## src/design/cpuPkg.sv

```systemverilog
package cpuPkg;

  //////////////////////////////////////////////////
  // Machine widths
  //////////////////////////////////////////////////
  localparam int dataWidth   = 16;  // Word size of registers, memories and instructions
  localparam int regIdxWidth = 4;   // Sixteen architectural registers

  //////////////////////////////////////////////////
  // Instruction set
  //////////////////////////////////////////////////
  // Opcode lives in instr[15:12], followed by rd, rs and rt nibbles
  typedef enum logic [3:0] {
    ADD = 4'h0,  // rd = rs + rt
    SUB = 4'h1,  // rd = rs - rt
    AND = 4'h2,  // rd = rs & rt
    XOR = 4'h3,  // rd = rs ^ rt
    LLB = 4'h4,  // rd = sign-extended low byte
    LW  = 4'h5,  // rd = mem[rs + offset]
    SW  = 4'h6,  // mem[rs + offset] = rd
    HLT = 4'h7,  // Stops fetch and raises halted at write-back
    NOP = 4'h8   // Also stands in for every undefined encoding
  } opcodeT;

  // Operand source picked by the forwarding logic in execute
  typedef enum logic [1:0] {
    fwdNone  = 2'b00,  // Value read from the register file in decode
    fwdMemWb = 2'b01,  // Value being written back this cycle
    fwdExMem = 2'b10   // Result sitting in the EX/MEM register
  } fwdSelT;

  // Instruction word loaded into pipeline registers on reset, squash and bubble
  localparam logic [dataWidth-1:0] nopInstr = {NOP, 12'h000};

endpackage

```

## src/design/syncRam.sv

```systemverilog
module syncRam #(
  parameter int addrWidth = 6,   // Word address bits
  parameter int dataWidth = 16   // Bits per word
) (
  input  logic                 clk,
  input  logic                 wrEn,    // Write strobe, sampled on the rising edge
  input  logic [addrWidth-1:0] wrAddr,
  input  logic [dataWidth-1:0] wrData,
  input  logic [addrWidth-1:0] rdAddr,
  output logic [dataWidth-1:0] rdData   // Available in the same cycle as rdAddr
);

  // Storage array, contents undefined until written
  logic [dataWidth-1:0] mem [1 << addrWidth];

  always_ff @(posedge clk) begin
    if (wrEn) begin
      mem[wrAddr] <= wrData;
    end
  end

  // Asynchronous read port so fetch and MEM each finish in one cycle
  assign rdData = mem[rdAddr];

endmodule

```

## src/design/regFile.sv

```systemverilog
module regFile (
  input  logic                           clk,
  input  logic                           arstN,
  input  logic                           wrEn,     // Write-back enable
  input  logic [cpuPkg::regIdxWidth-1:0] wrIdx,
  input  logic [cpuPkg::dataWidth-1:0]   wrData,
  input  logic [cpuPkg::regIdxWidth-1:0] rdIdxA,   // First source in decode
  output logic [cpuPkg::dataWidth-1:0]   rdDataA,
  input  logic [cpuPkg::regIdxWidth-1:0] rdIdxB,   // Second source or store data in decode
  output logic [cpuPkg::dataWidth-1:0]   rdDataB,
  input  logic [cpuPkg::regIdxWidth-1:0] dbgIdx,   // Debug peek from outside the core
  output logic [cpuPkg::dataWidth-1:0]   dbgData
);

  logic [cpuPkg::dataWidth-1:0] regs [1 << cpuPkg::regIdxWidth];
  logic                         wrLive;  // A write that actually lands this cycle

  // Register 0 is hardwired, so a write to it is dropped here
  assign wrLive = wrEn && (wrIdx != '0);

  always_ff @(posedge clk or negedge arstN) begin
    if (!arstN) begin
      for (int i = 0; i < (1 << cpuPkg::regIdxWidth); i++) begin
        regs[i] <= '0;
      end
    end else if (wrLive) begin
      regs[wrIdx] <= wrData;
    end
  end

  //////////////////////////////////////////////////
  // Read ports with write-through
  //////////////////////////////////////////////////
  // Decode sees the value being written back in the same cycle
  assign rdDataA = (wrLive && wrIdx == rdIdxA) ? wrData : regs[rdIdxA];
  assign rdDataB = (wrLive && wrIdx == rdIdxB) ? wrData : regs[rdIdxB];
  assign dbgData = (wrLive && wrIdx == dbgIdx) ? wrData : regs[dbgIdx];

  // Neither decode port may ever return a nonzero value for register 0
  zeroRegReadsZero: assert property (@(posedge clk) disable iff (!arstN)
    (rdIdxA != '0 || rdDataA == '0) && (rdIdxB != '0 || rdDataB == '0));

endmodule

```

## src/design/controlUnit.sv

```systemverilog
module controlUnit (
  input  logic [cpuPkg::dataWidth-1:0]   instr,
  output cpuPkg::opcodeT                 opcode,    // Undefined encodings come out as NOP
  output logic [cpuPkg::regIdxWidth-1:0] rd,        // Destination, or store data for SW
  output logic [cpuPkg::regIdxWidth-1:0] rs,        // First source, zero when unused
  output logic [cpuPkg::regIdxWidth-1:0] rt,        // Second source index, zero when unused
  output logic [cpuPkg::dataWidth-1:0]   imm,       // Sign-extended immediate
  output logic                           regWrite,
  output logic                           memRead,
  output logic                           memWrite,
  output logic                           useSrcB,   // ALU operand B comes from rt, not imm
  output logic                           isHalt
);

  always_comb begin
    // Defaults describe a NOP
    opcode   = cpuPkg::opcodeT'(instr[15:12]);
    rd       = instr[11:8];
    rs       = instr[7:4];
    rt       = '0;
    imm      = '0;
    regWrite = 1'b0;
    memRead  = 1'b0;
    memWrite = 1'b0;
    useSrcB  = 1'b0;
    isHalt   = 1'b0;
    case (opcode)
      cpuPkg::ADD, cpuPkg::SUB, cpuPkg::AND, cpuPkg::XOR: begin
        rt       = instr[3:0];
        regWrite = 1'b1;
        useSrcB  = 1'b1;
      end
      cpuPkg::LLB: begin
        rs       = '0;  // Low byte overlaps rs, so no source is named
        imm      = {{(cpuPkg::dataWidth - 8){instr[7]}}, instr[7:0]};
        regWrite = 1'b1;
      end
      cpuPkg::LW: begin
        imm      = {{(cpuPkg::dataWidth - 4){instr[3]}}, instr[3:0]};
        regWrite = 1'b1;
        memRead  = 1'b1;
      end
      cpuPkg::SW: begin
        // Store data rides the second source path but never feeds the ALU
        rt       = instr[11:8];
        imm      = {{(cpuPkg::dataWidth - 4){instr[3]}}, instr[3:0]};
        memWrite = 1'b1;
      end
      cpuPkg::HLT: begin
        rs     = '0;
        isHalt = 1'b1;
      end
      default: begin
        rs     = '0;
        opcode = cpuPkg::NOP;  // Covers NOP and unused opcodes
      end
    endcase
  end

endmodule

```

## src/design/alu.sv

```systemverilog
module alu (
  input  cpuPkg::opcodeT               opcode,
  input  logic [cpuPkg::dataWidth-1:0] operandA,  // rs value or forwarded result
  input  logic [cpuPkg::dataWidth-1:0] operandB,  // rt value or immediate
  output logic [cpuPkg::dataWidth-1:0] result
);

  always_comb begin
    case (opcode)
      cpuPkg::ADD, cpuPkg::LW, cpuPkg::SW: begin
        result = operandA + operandB;  // Memory ops reuse the adder for base plus offset
      end
      cpuPkg::SUB: result = operandA - operandB;
      cpuPkg::AND: result = operandA & operandB;
      cpuPkg::XOR: result = operandA ^ operandB;
      cpuPkg::LLB: result = operandB;  // Immediate passes straight through
      default:     result = '0;        // NOP and HLT write nothing
    endcase
  end

endmodule

```

## src/design/forwardingUnit.sv

```systemverilog
module forwardingUnit (
  input  logic [cpuPkg::regIdxWidth-1:0] idExSrcReg1,    // First source of the op in execute
  input  logic [cpuPkg::regIdxWidth-1:0] idExSrcReg2,    // Second source or store data register
  input  logic [cpuPkg::regIdxWidth-1:0] exMemRd,        // Destination or store data in MEM
  input  logic [cpuPkg::regIdxWidth-1:0] memWbRd,        // Destination in write-back
  input  logic                           exMemRegWrite,
  input  logic                           memWbRegWrite,
  output cpuPkg::fwdSelT                 forwardA,
  output cpuPkg::fwdSelT                 forwardB,
  output logic                           forwardMem      // Replace store data in MEM
);

  logic exMemLive;  // EX/MEM will write a real register
  logic memWbLive;  // MEM/WB is writing a real register now

  // Register 0 is never a forwarding source
  assign exMemLive = exMemRegWrite && (exMemRd != '0);
  assign memWbLive = memWbRegWrite && (memWbRd != '0);

  //////////////////////////////////////////////////
  // EX-to-EX and MEM-to-EX
  //////////////////////////////////////////////////
  // EX/MEM is checked first because it holds the younger producer
  assign forwardA = (exMemLive && exMemRd == idExSrcReg1) ? cpuPkg::fwdExMem :
                    (memWbLive && memWbRd == idExSrcReg1) ? cpuPkg::fwdMemWb :
                    cpuPkg::fwdNone;

  assign forwardB = (exMemLive && exMemRd == idExSrcReg2) ? cpuPkg::fwdExMem :
                    (memWbLive && memWbRd == idExSrcReg2) ? cpuPkg::fwdMemWb :
                    cpuPkg::fwdNone;

  //////////////////////////////////////////////////
  // MEM-to-MEM
  //////////////////////////////////////////////////
  // Lets a store use the word loaded just ahead of it without a stall
  assign forwardMem = memWbLive && (memWbRd == exMemRd);

endmodule

```

## src/design/hazardUnit.sv

```systemverilog
module hazardUnit (
  input  logic                           idExMemRead,   // Execute holds a load
  input  logic [cpuPkg::regIdxWidth-1:0] idExRd,        // Register that load will fill
  input  logic [cpuPkg::regIdxWidth-1:0] ifIdRs,        // First source of the op in decode
  input  logic [cpuPkg::regIdxWidth-1:0] ifIdSrcB,      // Second source of the op in decode
  input  logic                           ifIdUsesSrcB,  // Second source feeds the ALU
  output logic                           stall
);

  logic loadLive;  // A load in execute that writes a real register

  assign loadLive = idExMemRead && (idExRd != '0);

  // Store data is not flagged through ifIdUsesSrcB, so MEM-to-MEM covers it
  // A load base or ALU operand that needs the loaded word waits one cycle
  assign stall = loadLive &&
                 ((idExRd == ifIdRs) || (ifIdUsesSrcB && idExRd == ifIdSrcB));

endmodule

```

## src/design/pipeCpu.sv

```systemverilog
module pipeCpu #(
  parameter int instrAddrWidth = 6,  // Instruction memory depth is 2**instrAddrWidth
  parameter int dataAddrWidth  = 6   // Data memory depth is 2**dataAddrWidth
) (
  input  logic                           clk,
  input  logic                           arstN,
  input  logic                           run,       // Fetch enable, program loads while low
  input  logic                           progWrEn,
  input  logic [instrAddrWidth-1:0]      progAddr,
  input  logic [cpuPkg::dataWidth-1:0]   progData,
  input  logic [cpuPkg::regIdxWidth-1:0] dbgAddr,
  output logic [cpuPkg::dataWidth-1:0]   dbgData,
  output logic                           halted     // Sticky until reset
);

  localparam int wordW = cpuPkg::dataWidth;
  localparam int idxW  = cpuPkg::regIdxWidth;

  // Fetch
  logic [instrAddrWidth-1:0] pc;
  logic [wordW-1:0]          fetchInstr;
  logic                      fetchEn;
  logic                      haltSeen;  // HLT has left decode, nothing more is fetched
  logic                      stall;
  // Decode
  logic [wordW-1:0]          ifIdInstr;
  cpuPkg::opcodeT            idOpcode;
  logic [idxW-1:0]           idRd, idRs, idRt;
  logic [wordW-1:0]          idImm, idRsData, idRtData;
  logic                      idRegWrite, idMemRead, idMemWrite, idUseSrcB, idIsHalt;
  // Execute
  cpuPkg::opcodeT            idExOpcode;
  logic [idxW-1:0]           idExRd, idExRs, idExRt;
  logic [wordW-1:0]          idExRsData, idExRtData, idExImm;
  logic                      idExRegWrite, idExMemRead, idExMemWrite, idExUseSrcB, idExIsHalt;
  cpuPkg::fwdSelT            forwardA, forwardB;
  logic                      forwardMem;
  logic [wordW-1:0]          srcAVal, srcBVal, aluB, aluResult;
  // Memory
  logic [wordW-1:0]          exMemResult, exMemStoreData, storeData, loadData;
  logic [idxW-1:0]           exMemRd;
  logic                      exMemRegWrite, exMemMemRead, exMemMemWrite, exMemIsHalt;
  // Write-back
  logic [wordW-1:0]          memWbResult, memWbLoadData, wbData;
  logic [idxW-1:0]           memWbRd;
  logic                      memWbRegWrite, memWbMemRead;

  //////////////////////////////////////////////////
  // Fetch
  //////////////////////////////////////////////////
  // A HLT in decode already squashes the word being fetched behind it
  assign fetchEn = run && !haltSeen && !idIsHalt;

  syncRam #(.addrWidth(instrAddrWidth), .dataWidth(wordW)) instrMem (
    .clk    (clk),
    .wrEn   (progWrEn),
    .wrAddr (progAddr),
    .wrData (progData),
    .rdAddr (pc),
    .rdData (fetchInstr)
  );

  always_ff @(posedge clk or negedge arstN) begin
    if (!arstN) begin
      pc        <= '0;
      ifIdInstr <= cpuPkg::nopInstr;
      haltSeen  <= 1'b0;
      halted    <= 1'b0;
    end else begin
      if (!stall) begin  // Stall freezes PC and IF/ID together
        ifIdInstr <= fetchEn ? fetchInstr : cpuPkg::nopInstr;
        if (fetchEn) begin
          pc <= pc + 1'b1;
        end
      end
      if (idIsHalt) begin
        haltSeen <= 1'b1;
      end
      if (exMemIsHalt) begin
        halted <= 1'b1;  // Rises as HLT enters write-back
      end
    end
  end

  //////////////////////////////////////////////////
  // Decode
  //////////////////////////////////////////////////
  controlUnit decoder (
    .instr    (ifIdInstr),
    .opcode   (idOpcode),
    .rd       (idRd),
    .rs       (idRs),
    .rt       (idRt),
    .imm      (idImm),
    .regWrite (idRegWrite),
    .memRead  (idMemRead),
    .memWrite (idMemWrite),
    .useSrcB  (idUseSrcB),
    .isHalt   (idIsHalt)
  );

  regFile regBank (
    .clk     (clk),
    .arstN   (arstN),
    .wrEn    (memWbRegWrite),
    .wrIdx   (memWbRd),
    .wrData  (wbData),
    .rdIdxA  (idRs),
    .rdDataA (idRsData),
    .rdIdxB  (idRt),
    .rdDataB (idRtData),
    .dbgIdx  (dbgAddr),
    .dbgData (dbgData)
  );

  hazardUnit hazUnit (
    .idExMemRead  (idExMemRead),
    .idExRd       (idExRd),
    .ifIdRs       (idRs),
    .ifIdSrcB     (idRt),
    .ifIdUsesSrcB (idUseSrcB),
    .stall        (stall)
  );

  // ID/EX control, a stall turns the decode op into a bubble
  always_ff @(posedge clk or negedge arstN) begin
    if (!arstN) begin
      idExOpcode   <= cpuPkg::NOP;
      idExRd       <= '0;
      idExRs       <= '0;
      idExRt       <= '0;
      idExRegWrite <= 1'b0;
      idExMemRead  <= 1'b0;
      idExMemWrite <= 1'b0;
      idExUseSrcB  <= 1'b0;
      idExIsHalt   <= 1'b0;
    end else begin
      idExOpcode   <= stall ? cpuPkg::NOP : idOpcode;
      idExRd       <= stall ? '0 : idRd;
      idExRs       <= stall ? '0 : idRs;
      idExRt       <= stall ? '0 : idRt;
      idExRegWrite <= idRegWrite && !stall;
      idExMemRead  <= idMemRead && !stall;
      idExMemWrite <= idMemWrite && !stall;
      idExUseSrcB  <= idUseSrcB && !stall;
      idExIsHalt   <= idIsHalt && !stall;
    end
  end

  //////////////////////////////////////////////////
  // Execute
  //////////////////////////////////////////////////
  forwardingUnit fwdUnit (
    .idExSrcReg1   (idExRs),
    .idExSrcReg2   (idExRt),
    .exMemRd       (exMemRd),
    .memWbRd       (memWbRd),
    .exMemRegWrite (exMemRegWrite),
    .memWbRegWrite (memWbRegWrite),
    .forwardA      (forwardA),
    .forwardB      (forwardB),
    .forwardMem    (forwardMem)
  );

  // Operand muxes, srcBVal also carries the store data of SW
  assign srcAVal = (forwardA == cpuPkg::fwdExMem) ? exMemResult :
                   (forwardA == cpuPkg::fwdMemWb) ? wbData : idExRsData;
  assign srcBVal = (forwardB == cpuPkg::fwdExMem) ? exMemResult :
                   (forwardB == cpuPkg::fwdMemWb) ? wbData : idExRtData;
  assign aluB    = idExUseSrcB ? srcBVal : idExImm;

  alu execAlu (
    .opcode   (idExOpcode),
    .operandA (srcAVal),
    .operandB (aluB),
    .result   (aluResult)
  );

  //////////////////////////////////////////////////
  // Memory and write-back
  //////////////////////////////////////////////////
  // A load right before a store hands its word over here
  assign storeData = forwardMem ? wbData : exMemStoreData;

  syncRam #(.addrWidth(dataAddrWidth), .dataWidth(wordW)) dataMem (
    .clk    (clk),
    .wrEn   (exMemMemWrite),
    .wrAddr (exMemResult[dataAddrWidth-1:0]),
    .wrData (storeData),
    .rdAddr (exMemResult[dataAddrWidth-1:0]),
    .rdData (loadData)
  );

  assign wbData = memWbMemRead ? memWbLoadData : memWbResult;

  // EX/MEM and MEM/WB control
  always_ff @(posedge clk or negedge arstN) begin
    if (!arstN) begin
      exMemRd       <= '0;
      exMemRegWrite <= 1'b0;
      exMemMemRead  <= 1'b0;
      exMemMemWrite <= 1'b0;
      exMemIsHalt   <= 1'b0;
      memWbRd       <= '0;
      memWbRegWrite <= 1'b0;
      memWbMemRead  <= 1'b0;
    end else begin
      exMemRd       <= idExRd;
      exMemRegWrite <= idExRegWrite;
      exMemMemRead  <= idExMemRead;
      exMemMemWrite <= idExMemWrite;
      exMemIsHalt   <= idExIsHalt;
      memWbRd       <= exMemRd;
      memWbRegWrite <= exMemRegWrite;
      memWbMemRead  <= exMemMemRead;
    end
  end

  // Data payload of every stage, only meaningful under its control bits
  always_ff @(posedge clk) begin
    idExRsData     <= idRsData;
    idExRtData     <= idRtData;
    idExImm        <= idImm;
    exMemResult    <= aluResult;
    exMemStoreData <= srcBVal;
    memWbResult    <= exMemResult;
    memWbLoadData  <= loadData;
  end

  // The load-use bubble empties execute, so the same op never waits twice
  stallSingleCycle: assert property (@(posedge clk) disable iff (!arstN)
    stall |=> !stall);

  // When both older ops write source 1, the younger EX/MEM result wins
  newestProducerWins: assert property (@(posedge clk) disable iff (!arstN)
    (exMemRegWrite && exMemRd == idExRs) |-> (forwardA != cpuPkg::fwdMemWb));

endmodule

```

## config.mk

```make
export PLATFORM = sky130hd
export DESIGN_NAME = pipeCpu
export DESIGN_NICKNAME = d
export VERILOG_FILES = /design/src/design/cpuPkg.sv /design/src/design/syncRam.sv /design/src/design/regFile.sv /design/src/design/controlUnit.sv /design/src/design/alu.sv /design/src/design/forwardingUnit.sv /design/src/design/hazardUnit.sv /design/src/design/pipeCpu.sv
export SDC_FILE = /design/constraint.sdc
export NUM_CORES = 2
export LEC_CHECK = 0
export ABC_CLOCK_PERIOD_IN_PS = 8800
export BUFFER_PORTS_ARGS = -buffer_cell sky130_fd_sc_hd__buf_2
export CAP_MARGIN = 40
export CORE_MARGIN = 5
export CORE_UTILIZATION = 50
export CTS_CLUSTER_DIAMETER = 50
export DETAILED_ROUTE_END_ITERATION = 10
export GPL_TIMING_DRIVEN = 1
export PLACE_DENSITY = 0.65
export SYNTH_ARGS = -nofsm -noshare
export SYNTH_HDL_FRONTEND = slang
export SYNTH_HIERARCHICAL = 1
export SYNTH_SLANG_ARGS = --single-unit
```

## constraint.sdc

```tcl
create_clock -name clk -period 8.8 [get_ports clk]
set_clock_uncertainty 0.2 [all_clocks]
set_input_delay 1.76 -clock clk [delete_from_list [all_inputs] [get_ports clk]]
set_output_delay 1.76 -clock clk [all_outputs]
set_load 0.01 [all_outputs]
```

==> results.py <==
metrics = {
    "cts": {
        "cts_resized": 0,
        "cts_hold_buf": 0,
        "cts-buffers-inserted": 293,
        "cts.sinks": 2475,
        "insertion_delay_ns": 0.91,
        "clockBufferDepth": 4,
        "cts_max_level": 5,
        "root_buffer": "clkbuf_16",
        "post-cts-setup-buffers": 0,
        "cts.clk_slew.worst_paths_ns": 0.06,
        "cts_tree": "yes",
    },
    "yosys": {
        "synth-xor-area-share": 0.006214,
        "synth_flop_cell": "edfxtp_1",
        "yosysUniqueCellTypes": 84,
        "synth_compound_area_frac": 0.03053,
        "yosysSeqAreaShare": 0.6880,
        "synthMuxAreaShare": 0.2162,
        "synth_warnings": 6,
        "synthAdderAreaFrac": 0.004159,
        "async_reset_ff_frac": 0.1273,
        "synth_area_um2": 104100,
        "syn-num-nets": 5493,
        "synth_top_family_by_area": "multiplexers",
        "synth-edff-count": 2048,
        "netlist_instances": 5429,
        "avgSynthCellArea_um2": 19.18,
        "yosys.area_share.simple": 0.03035,
        "ys_ff_latch": 2475,
    },
    "sta": {
        "rsz0062_at_grt": "false",
        "slew_violations": 0,
        "max_slew_margin": 0.3510,
        "fin_crit_ns": 6.157,
        "finalSetupViolCount": 0,
        "post-route-period-util": 0.6997,
        "finalHoldViolCount": 0,
        "fmax_mhz": 162.4,
        "worst_pin_slew_ns": 0.9706,
        "setup_tns_ns": 0,
    },
    "outcome": {
        "outcome": "finished, final reports clean",
    },
    "placement": {
        "hpwl_mm": 145.9,
        "place_congestion": 0.8486,
        "port-buffer-count": 46,
        "dp.cells": 8145,
    },
    "critical_path": {
        "reg2reg_depth": 19,
        "crit_arrival_ns": 4.20,
        "cp-end-kind": "output port",
        "reg2reg_slack_ns": 2.80,
        "r2r-end": "exMemResult[14]",
        "path_class": "in2out",
        "worstReg2RegStart": "memWbRd[1]",
        "worstPathRequired_ns": 6.84,
        "cp-start-kind": "primary input",
        "path_max_fanout": 28,
    },
    "die": {
        "die_area_um2": 217400,
        "die_y_um": 466.3,
        "ios": 47,
        "coreArea_um2": 207100,
        "rows": 167,
        "die_w_um": 466.3,
        "initial_core_util": 0.5027,
    },
    "global_routing": {
        "grt_usage": 0.2285,
        "grt_pass1_wl_mm": 368.5,
        "grt_pass1_vias": 53830,
        "antenna_found_initial": 12,
        "grt_max_degree": 144,
        "grt.overflow.total": 0,
    },
    "layout": {
        "multiInputGateArea_um2": 30150,
        "fillers": 15340,
        "seqCellArea_um2": 71650,
        "final_nets": 5716,
        "area_growth_pct": 12.64,
        "drive_gt1_frac": 0.3117,
        "finalNonFillerCells": 8655,
    },
    "detailed_routing": {
        "dr.pass1.iters": 6,
        "wl_per_cell_um": 28.79,
        "via_per_inst": 6.163,
        "first_iter_violations": 5259,
        "drcViolationCount": 0,
        "wl_mm": 249.2,
        "ant_nets": 0,
        "vias": 53340,
    },
    "min_path": {
        "min_path_type": "reg2reg",
        "hold_depth": 0,
        "hold_end": "exMemMemWrite",
        "min-delay-start": "idExMemWrite",
    },
    "pwr": {
        "irDropWorstVdd_mv": 0.2630,
        "powerDensity_nw_per_um2": 289.5,
        "leakage_nw": 39.67,
    },
    "run": {
        "cap_violations": 0,
    },
}
Yosys cell counts (9+ instances only):
cell	number	area, um^2
a22o_1	39	341.6
dfrtp_1	313	7833
a221o_1	13	130.1
a31oi_1	20	125.1
mux2_1	10	112.6
mux4_1	15	394.1
mux2_2	368	4144
edfxtp_1	2048	61500
mux4_2	625	14080
buf_2	120	600.6
a41oi_1	10	87.58
clkbuf_1	119	446.7
a22oi_1	79	593.1
a221oi_1	32	280.3
dfxtp_1	112	2242
nor2_2	15	93.84
xor2_1	22	192.7
nor2b_1	86	538.0
mux2i_1	334	3343
a311oi_1	16	140.1
a211oi_1	20	150.1
inv_1	30	112.6
and4_1	11	96.34
nand3_1	53	265.3
nand2_1	147	551.8
xnor2_1	50	437.9
buf_1	12	45.04
a211o_1	18	157.7
nand3b_1	9	67.56
ha_1	33	412.9
o21ai_0	47	235.2
a21oi_1	89	445.4
buf_6	59	664.4
nand4_1	29	181.4
mux2_4	28	420.4
nor2_1	184	690.7
buf_4	45	337.8
buf_12	11	220.2
nand2b_1	21	131.4
a222oi_1	17	170.2
cell type report:
class	count	area share
clock buffers	348	0.06534
repair buffers	306	0.02199
multi-input cells	2545	0.2571
well taps	2788	0.02975
clock inverters	157	0.01369
diodes	5	0.0001067
inverters	31	0.0009923
flip-flops and latches	2475	0.6111
where the power goes:
part           switching (W)  internal (W)
clock                0.00467       0.00700
sequential          0.000656        0.0134
combinational        0.00469       0.00349
total                 0.0100        0.0239
placed cells by master, fill, tap and decap left out, drive strengths merged, types with 39 or more instances in the layout:
master	instances
clkinv	92
nor2b	87
dfxtp	112
buf	306
xnor2	51
clkbuf	348
nand3	53
inv	53
o21ai	56
mux2i	335
a21oi	89
dfrtp	313
mux2	406
nor2	199
a22oi	79
edfxtp	2048
nand2	149
mux4	640
a22o	39
routing by layer:
metal	routed length, um	up-vias	part of all wire	global-route usage
li1	-	22600	-	-
met1	105200	28330	0.42	0.3333
met2	118600	1942	0.48	0.3559
met3	17380	460	0.070	0.03931
met4	7944	12	0.032	0.07256
met5	78	-	0.00031	0
kinds of logic (layout without fill, tap and decap cells):
logic type | Yosys count | in the layout
AO/OA/AOI/OAI | 438 | 438
XOR/XNOR | 73 | 73
adder cells (fa/ha/maj) | 34 | 34
buffers and inverters | 409 | 842
flip-flops | 2475 | 2475
multiplexers | 1381 | 1381
other | 0 | 5
AND/OR/NAND/NOR | 619 | 619
worst max-delay path, stage by stage:
cell	delay, ns
buf_4	0.47
buf_4	0.56
mux4_2	0.57
mux2i_1	0.17
mux2i_1	0.11
mux2_2	0.35
buf_2	0.17
through the flow:
step	hold slack [ns]	cell area [um^2]	total power [W]	util	worst slack [ns]
after detailed placement	0.1419	108000	0.02253	0.5215	2.599
after global placement	0.1395	107400	0.02238	0.5187	2.610
final	0.1498	117300	0.03394	0.5663	2.643
after floorplan	0.1312	104100	0.01998	-	3.732
after CTS	0.1518	117200	0.03422	0.5662	2.587
after global routing	0.1669	117200	0.03529	0.5662	2.428
sequential cells by signal, summed over array words and instances, names as in the netlist, 4 cells and up:
signal          count
dataMem/mem      1024
exMemRd             4
exMemResult        16
exMemStoreData     16
idExImm            16
idExOpcode          4
idExRd              4
idExRs              4
idExRsData         16
idExRt              4
idExRtData         16
ifIdInstr          16
instrMem/mem     1024
memWbLoadData      16
memWbRd             4
memWbResult        16
pc                  6
regBank/regs      256
worst max-delay path by stage:
stage | endpoint | slack (ns) | cells after the start | startpoint
detailed placement | dbgData[12] | 2.60 | 7 | dbgAddr[0]
finish | dbgData[12] | 2.64 | 7 | dbgAddr[0]
global route | exMemResult[14] | 2.43 | 19 | memWbRd[0]
floorplan | dbgData[4] | 3.73 | 6 | dbgAddr[0]
global placement | exMemResult[14] | 2.61 | 18 | memWbRd[0]
CTS | dbgData[12] | 2.59 | 7 | dbgAddr[0]
Note: power is estimated with default switching activity, not from simulation.
